$ cat config.mk
export PLATFORM = sky130hd
export DESIGN_NAME = video_pattern
export DESIGN_NICKNAME = d
export VERILOG_FILES = /design/src/logic/sys_pkg.sv /design/src/logic/video_pattern.sv
export SDC_FILE = /design/constraint.sdc
export NUM_CORES = 1
export LEC_CHECK = 0
export BUFFER_PORTS_ARGS = -buffer_cell sky130_fd_sc_hd__buf_2
export CORE_UTILIZATION = 50
export DETAILED_ROUTE_END_ITERATION = 12
export PLACE_DENSITY = 0.75
export SYNTH_ARGS = -nofsm -noshare
export SYNTH_HDL_FRONTEND = slang
export SYNTH_SLANG_ARGS = --single-unit
$ cat constraint.sdc
create_clock -name clk_PPU -period 2.1 [get_ports clk_PPU]
set_input_delay 0.21 -clock clk_PPU [delete_from_list [all_inputs] [get_ports clk_PPU]]
set_output_delay 0.21 -clock clk_PPU [all_outputs]
set_load 0.02 [all_outputs]
$ cat src/logic/sys_pkg.sv
package sys_pkg;

	// Payload of one master transaction
	typedef struct packed {
		logic [15:0] addr;
		logic        we;
		logic [7:0]  wdata;
	} bus_req_t;

	// Answer returned to the master
	typedef struct packed {
		logic [7:0] rdata;
		// Set for an unmapped address
		logic       err;
	} bus_rsp_t;

	typedef enum logic [1:0] {
		REG_RAM,
		REG_SRAM,
		REG_ROM,
		REG_NONE
	} region_e;

	// Region bases
	// Work RAM mirrors every 2 kB up to $1FFF
	parameter logic [15:0] RAM_BASE  = 16'h0000;
	parameter logic [15:0] SRAM_BASE = 16'h6000;
	parameter logic [15:0] ROM_BASE  = 16'h8000;

	// Region sizes in bytes
	parameter int RAM_WORDS  = 2048;
	parameter int SRAM_WORDS = 8192;
	parameter int ROM_WORDS  = 32768;

	// Raster limits, both inclusive
	parameter logic [7:0] X_LAST = 8'd255;
	parameter logic [7:0] Y_LAST = 8'd239;

	// CPU on port 0, audio DMA on port 1
	parameter int NUM_MASTERS = 2;

endpackage
$ cat src/logic/video_pattern.sv
`timescale 1ns/1ps

module video_pattern import sys_pkg::*; (
	input  logic        clk_PPU,
	input  logic        n_reset,
	output logic [7:0]  x,
	output logic [7:0]  y,
	output logic [23:0] rgb
);

// Raster position
always_ff @(posedge clk_PPU, negedge n_reset)
	if (~n_reset) begin
		x <= 8'd0;
		y <= 8'd0;
	end else begin
		if (x == X_LAST) begin
			x <= 8'd0;
			// New line, wrap at the bottom
			if (y == Y_LAST)
				y <= 8'd0;
			else
				y <= y + 8'd1;
		end else begin
			x <= x + 8'd1;
		end
	end

// Test colour, one step per pixel
always_ff @(posedge clk_PPU, negedge n_reset)
	if (~n_reset)
		rgb <= 24'h0;
	else
		rgb <= rgb + 24'h1;

endmodule

==> results.cfg, run 1 <==
[power]
vdd_drop_max_v = 0.000438
pwr_density_cell_nw_per_um2 = 562
p_leak_uw = 0.00108

[logic_synthesis]
synth_area_leaders = dfrtp_1 (55%), xnor2_1 (9.6%), nand3_1 (3.9%)
ys_warn_count = 0
synth_area_per_cell_sq_um = 11.6
ys_ff_latch = 40
syn_inst = 157
syn_nets = 162
netlist.area_leader.share = 0.551
yosysUniqueCellTypes = 34
syn_area_sq_um = 1820
ys_seq_area_frac = 0.551
synth_top_area_cell = dfrtp_1

[critical_path]
required_ps = 2310
r2r_slack_ps = 370
end_kind = flip-flop
start_kind = flip-flop
rr_worst_depth = 4
critPathKind = flip-flop to flip-flop
r2r_start = x[1]
arrival_ps = 1940
r2r_end = y[6]
critPathMaxFanout = 11
setup.worst_path.start = x[1]

[floorplanning]
dieArea_sq_um = 3880
die_h_um = 62.3
coreArea_sq_um = 3420
ioPinCount = 42
rows = 21
fp.dieW_um = 62.3
start_util = 0.532

[clock_tree]
clock-sinks = 40
hold_buffers = 0
cts_tree = done
clkTransAtPathRegs_ps = 110
cts_setup_buffers = 0
cts_resized = 0
clockBufferDepth = 2
root_buffer = clkbuf_4
numCtsBuffers = 5
cts_max_level = 2
clk_latency_ps = 330

[timing]
setup_viol = 0
hold_violations = 34
fin_hold_ws_ps = -23.0
finClkSkew_ps = 6.68
min_period_ps = 1730
grt_setup_unrepaired = no
maxSlewHeadroom = 0.425
max_slew.worst_pin.slew_ps = 862
final.period_utilization = 0.824
finalSetupTns_ps = 0
final_max_slew_viol_count = 0
timing.fmax_ghz = 0.578

[cells_and_area]
syn2layout_area_growth_pct = 15.7
post-route-util = 0.616
final_common_cell = buf_2
mostFrequentLayoutCells = buf_2 (41), dfrtp_1 (40), xnor2_1 (20)
drive_above_1_share = 0.254
fin_nets = 205
fin_cells = 247
diodes = 0

[route]
drtPass1Iterations = 4
num_vias = 1343
post_drt_wl_per_cell_um = 13.5
drt_iter0_drc = 34
remaining_drc_errors = 0
routed_wl_um = 3330
viasPerCell = 5.44
antenna_left = 0

[global_route]
grt_max_degree = 41
gr-total-overflow = 0
antenna_found_initial = 0
grtUsageTotal = 0.191
grt_pass1_wl_um = 5870
first_global_vias = 1309

[placed_design]
dpl.hpwl_um = 2370
io_buffers = 41
numPlacedInstances = 239
gp_congestion = 0.817

[status]
violations = negative hold slack
status = finished, violations left

[hold_path]
hold_class = primary input to async pin

[job]
cap_violations = 0
[cell usage after synthesis, drive strengths merged]
master / instances
buf: 4
and4: 6
and2: 2
inv: 1
a21oi: 1
clkbuf: 1
and4b: 1
nor3b: 1
a21o: 2
nand4b: 1
a21boi: 1
a211oi: 1
a31oi: 1
o2bb2a: 1
mux2: 1
o31ai: 3
and3: 8
o211ai: 1
nand2: 15
nor2b: 1
nor2: 4
xor2: 8
nand3: 14
nand4: 9
ha: 3
o21ai: 5
o41ai: 1
dfrtp: 40
xnor2: 20
[sequential cells by signal, indices dropped and copies added (netlist names)]
| name | flops |
|---|---|
| rgb | 24 |
| x | 8 |
| y | 8 |
[layer usage]
layer,track usage,share of wire
met5,0,0
met4,0.0640,0.0090
met3,0.0423,0.049
met2,0.320,0.49
met1,0.245,0.45
[through the flow]
step	total power (uW)	cell area, sq um	setup slack (ps)
3_3_place_gp	800	2040	499
2_1_floorplan	785	1820	448
6_report	1180	2100	370
3_5_place_dp	801	2040	409
4_1_cts	1200	2100	392
5_1_grt	1220	2100	181
[how the worst max path moves through the flow]
stage                     depth (start not counted)   end
final                                             4  y[6]
after floorplan                                   5  y[4]
after CTS                                         4  y[4]
after global placement                            4  y[4]
after detailed placement                          4  y[6]
after global routing                              4  y[6]
[cell families (layout without fill, tap and decap cells)]
| group | after synthesis | after routing | synth area share |
|---|---|---|---|
| flip-flops | 40 | 40 | 0.551 |
| AO/OA/AOI/OAI | 17 | 17 | 0.0633 |
| buffers and inverters | 6 | 50 | 0.0220 |
| multiplexers | 1 | 1 | 0.00826 |
| XOR/XNOR | 28 | 28 | 0.135 |
| AND/OR/NAND/NOR | 62 | 62 | 0.200 |
| adder cells (fa/ha/maj) | 3 | 3 | 0.0206 |
[power breakdown]
group          internal, uW  switching [uW]  leakage [uW]
combinational         0.672            14.0      0.000522
sequential              770               0      0.000530
clock                   166             232     0.0000326
[worst max-delay path, stage by stage, from the launching register on]
cell and delay, ps:
dfrtp_1 460, ha_1 320, nand4_1 390, o31ai_1 350, o31ai_1 100
[area by class of cell]
cell class              count  area (sq um)
well taps                  46          57.6
inverters                   1          3.75
clock buffers               8          58.8
flip-flops and latches     40          1000
multi-input cells         111           777
repair buffers             41           205
fillers                   297          1310
No activity file was read; power rests on OpenSTA's default activity.
==> run 2, diff against run 1 <==
==> constraint.sdc (replaced) <==
create_clock -name clk_PPU -period 1.81 [get_ports clk_PPU]
set_input_delay 0.181 -clock clk_PPU [delete_from_list [all_inputs] [get_ports clk_PPU]]
set_output_delay 0.181 -clock clk_PPU [all_outputs]
set_load 0.02 [all_outputs]
==> results.cfg, run 2 (synthesis gave the netlist of run 1 again) <==
[timing]
min_period_ps = 1630
hold_violations = 0
grt_setup_unrepaired = no
final_max_slew_viol_count = 0
max_slew.worst_pin.slew_ps = 494
maxSlewHeadroom = 0.671
timing.fmax_ghz = 0.615
final.period_utilization = 0.899
fin_ws_ps = 184
finalSetupTns_ps = 0
setup_viol = 0
finClkSkew_ps = 13.5

[hold_path]
hold_class = primary input to async pin

[critical_path]
r2r_start = rgb[0]
crit_family = simple AND/OR/NAND/NOR gates
arrival_ps = 1910
cp_slowest_cell = dfrtp_1
cpPeakStageDelay_ps = 430
worst-path-buf-inv = 0
crit_path_frequent_cell = and3_1
end_kind = flip-flop
critPathMaxFanout = 6
required_ps = 2090
critPathKind = flip-flop to flip-flop
cp_cell_sequence = ha_1 -> and4_1 -> and3_1 -> and3_1 -> xor2_1
start_kind = flip-flop
setup.worst_path.start = rgb[0]

[route]
drt_iter0_drc = 35
drtPass1Iterations = 4
post_drt_wl_per_cell_um = 13.8
viasPerCell = 5.43
routed_wl_um = 3510
antenna_left = 0
remaining_drc_errors = 0
num_vias = 1380

[cells_and_area]
biggestRegsByFlops = rgb: 24 flops, x: 8 flops, y: 8 flops
syn2layout_area_growth_pct = 18.9
largest_register_ffs = 24
fillers = 306
final_cell_area_sq_um = 2160
fin_nets = 212
mostFrequentLayoutCells = buf_2 (41), dfrtp_1 (40), xnor2_1 (20)
final_common_cell = buf_2
post-route-util = 0.633
regMostFlops = rgb
drive_above_1_share = 0.284
diodes = 0

[clock_tree]
cts_tree = done
cts_resized = 0
clockBufferDepth = 2
cts_max_level = 2
numCtsBuffers = 5
root_buffer = clkbuf_4
clock-sinks = 40
clkTransAtPathRegs_ps = 120
clk_latency_ps = 350

[placed_design]
post-place-ws_ps = 12.1
dpl.hpwl_um = 2450
io_buffers = 41
placed_cell_area_sq_um = 2060
gp_congestion = 0.884

[global_route]
gr-total-overflow = 0
grt_pass1_wl_um = 6330
first_global_vias = 1395
grtUsageTotal = 0.207
grt_max_degree = 41
antenna_found_initial = 0

[power]
p_leak_uw = 0.00112
pwr_density_cell_nw_per_um2 = 644
vdd_drop_max_v = 0.000394

[floorplanning]
coreArea_sq_um = 3420
fp.dieW_um = 62.3
start_util = 0.532
dieArea_sq_um = 3880
ioPinCount = 42
die_h_um = 62.3
rows = 21

[job]
cap_violations = 0

[status]
status = finished, final reports clean
==> run 2: cell count changes in the layout (fill, tap and decap cells not counted), sizes merged <==
cell / previous run / this run
buf: 41 / 47
clkbuf: 8 / 6
clkinv: 0 / 2
dlygate4sd3: 0 / 1
==> run 2: worst paths after layout <==
kind / endpoint / slack, ps / cells past startpoint
max: rgb[14] / 180 / 5
min: y[4] / 400 / 3
max reg2reg: rgb[14] / 180 / 5
min reg2reg: rgb[23] / 480 / 1
max in group asynchronous: y[0] / 1060 / 3
min in group clk_PPU: rgb[23] / 480 / 1
==> run 2: tightest hold or removal path: stages <==
cell and delay (ps):
dlygate4sd3_1 520, buf_2 100, buf_4 410
==> run 2: cell type report <==
class                      instances  area, sq um  share of cell area
clock buffer                       6         51.3              0.0237
clock inverter                     2         10.0             0.00463
inverter                           1         3.75             0.00174
multi-input combinational        111          777               0.360
sequential                        40         1000               0.463
tap                               46         57.6              0.0266
timing repair buffer              48          260               0.120
==> run 2: power breakdown <==
| part | internal (uW) | switching [uW] | total, uW |
|---|---|---|---|
| clock | 185 | 292 | 477 |
| combinational | 3.58 | 16.7 | 20.3 |
| sequential | 893 | 0 | 893 |
| total | 1080 | 309 | 1390 |
==> run 2: what timing repair did <==
item	CTS	global route
endpoints found under the hold margin	40	0
setup endpoints to repair	1	0
buffers inserted	4	0
hold buffers	1	0
==> run 2: metrics by stage <==
step	power, uW	hold WS [ps]	std cells
global route	1440	439	254
finish	1390	401	254
CTS	1410	422	254
floorplan	911	-115	157
global placement	930	257	241
detailed placement	931	267	241
==> run 2: per-layer routing <==
metal / share of wire / wire [um] / up-vias / track usage
li1: - / - / 658 / -
met1: 0.44 / 1550 / 671 / 0.249
met4: 0.017 / 61 / 0 / 0.108
met5: 0 / 0 / - / 0
met3: 0.051 / 179 / 8 / 0.0441
met2: 0.49 / 1720 / 43 / 0.350
==> run 3, diff against run 2 <==
--- a/config.mk
+++ b/config.mk
@@ -9,6 +9,7 @@
 export CORE_UTILIZATION = 50
 export DETAILED_ROUTE_END_ITERATION = 12
 export PLACE_DENSITY = 0.75
+export REMOVE_ABC_BUFFERS = 1
 export SYNTH_ARGS = -nofsm -noshare
 export SYNTH_HDL_FRONTEND = slang
 export SYNTH_SLANG_ARGS = --single-unit
==> results.cfg, run 3 (synthesis gave the netlist of run 1 again) <==
[cells_and_area]
final_cell_area_sq_um = 2150
regMostFlops = rgb
syn2layout_area_growth_pct = 18.4
fillers = 283
diodes = 0
biggestRegsByFlops = rgb: 24 flops, x: 8 flops, y: 8 flops
post-route-util = 0.630
final_common_cell = buf_2
fin_nets = 209
mostFrequentLayoutCells = buf_2 (41), dfrtp_1 (40), xnor2_1 (20)
largest_register_ffs = 24
drive_above_1_share = 0.268

[route]
routed_wl_um = 3650
antenna_left = 0
remaining_drc_errors = 0
num_vias = 1408
drt_iter0_drc = 53
viasPerCell = 5.61
post_drt_wl_per_cell_um = 14.5
drtPass1Iterations = 5

[clock_tree]
clkTransAtPathRegs_ps = 120
clock-sinks = 40
clockBufferDepth = 2
cts_max_level = 2
cts_resized = 0
hold_buffers = 1
clk_latency_ps = 330
numCtsBuffers = 5
root_buffer = clkbuf_4
cts_tree = done
cts_setup_buffers = 0

[power]
power_frac_comb = 0.014
p_int_uw = 1190
clockPowerShare = 0.384
total_power_uw = 1480
p_leak_uw = 0.00111
vdd_drop_max_v = 0.000526
swShare = 0.201
pwr_density_cell_nw_per_um2 = 689
seq_power_share = 0.602
switchingPower_uw = 298

[floorplanning]
coreArea_sq_um = 3420
rows = 21
fp.dieW_um = 62.3
ioPinCount = 42
start_util = 0.532
die_h_um = 62.3
dieArea_sq_um = 3880

[global_route]
grt_pass1_wl_um = 6400
antenna_found_initial = 0
grt_max_degree = 41
gr-total-overflow = 0
grtUsageTotal = 0.211
first_global_vias = 1370

[placed_design]
io_buffers = 41
gp_congestion = 0.767
placed_cell_area_sq_um = 2070
dpl.hpwl_um = 2570

[timing]
final.period_utilization = 0.897
finClkSkew_ps = 9.34
fin_hold_ws_ps = 421
final_max_slew_viol_count = 0
grt_setup_unrepaired = no
setup_viol = 0
timing.fmax_ghz = 0.616
hold_violations = 0
max_slew.worst_pin.slew_ps = 500
maxSlewHeadroom = 0.667
finalSetupTns_ps = 0
min_period_ps = 1620

[job]
cap_violations = 0

[critical_path]
start_kind = flip-flop
critPathMaxFanout = 6
required_ps = 2080
critPathKind = flip-flop to flip-flop
end_kind = flip-flop
arrival_ps = 1890

[hold_path]
hold_class = primary input to async pin

[status]
status = finished, final reports clean
==> run 3: changes by cell type in the layout (fill, tap and decap cells not counted), sizes merged <==
cell	previous run	this run
bufinv	0	1
clkinv	2	1
buf	47	44
==> run 3: layout make-up <==
class | count | area [sq um] | area share
Multi-Input combinational cell | 111 | 777 | 0.361
Tap cell | 46 | 57.6 | 0.0267
Clock buffer | 6 | 41.3 | 0.0192
Sequential cell | 40 | 1000 | 0.465
Timing Repair Buffer | 45 | 238 | 0.110
Clock inverter | 2 | 35.0 | 0.0163
Inverter | 1 | 3.75 | 0.00174
==> run 3: final timing paths <==
kind | start | to | slack, ps | cells past startpoint
worst max-delay path | rgb[0] | rgb[14] | 190 | 5
worst min-delay path | n_reset | rgb[15] | 420 | 3
worst max register to register | rgb[0] | rgb[14] | 190 | 5
worst min register to register | rgb[23] | rgb[23] | 480 | 1
max in group asynchronous | n_reset | rgb[11] | 1040 | 3
min in group clk_PPU | rgb[23] | rgb[23] | 480 | 1
==> run 3: through the flow <==
stage	setup slack, ps	cells
floorplan	122	152
global placement	290	242
detailed placement	220	242
CTS	179	251
global route	13.4	251
finish	187	251
==> run 3: critical path, cell delays in order (launching register included) <==
cell and delay [ps]:
dfrtp_1 420, ha_1 220, and4_1 270, and3_1 290, and3_1 200, xor2_1 160
==> run 3: power groups by stage <==
stage                     logic [uW]  clock network, uW  registers (uW)
final                           20.5                571             893
after global routing            25.4                629             894
after detailed placement        20.5                  0             911
after global placement          19.5                  0             911
after CTS                       22.2                587             893
after floorplan             0.000314                  0             911
==> run 3: metal layers <==
layer  vias to the layer above  global-route usage  share of wire
li1                        657                   -              -
met1                       696               0.257           0.43
met2                        53               0.372           0.51
met3                         2              0.0496          0.056
met4                         0              0.0552         0.0060
met5                         -                   0              0
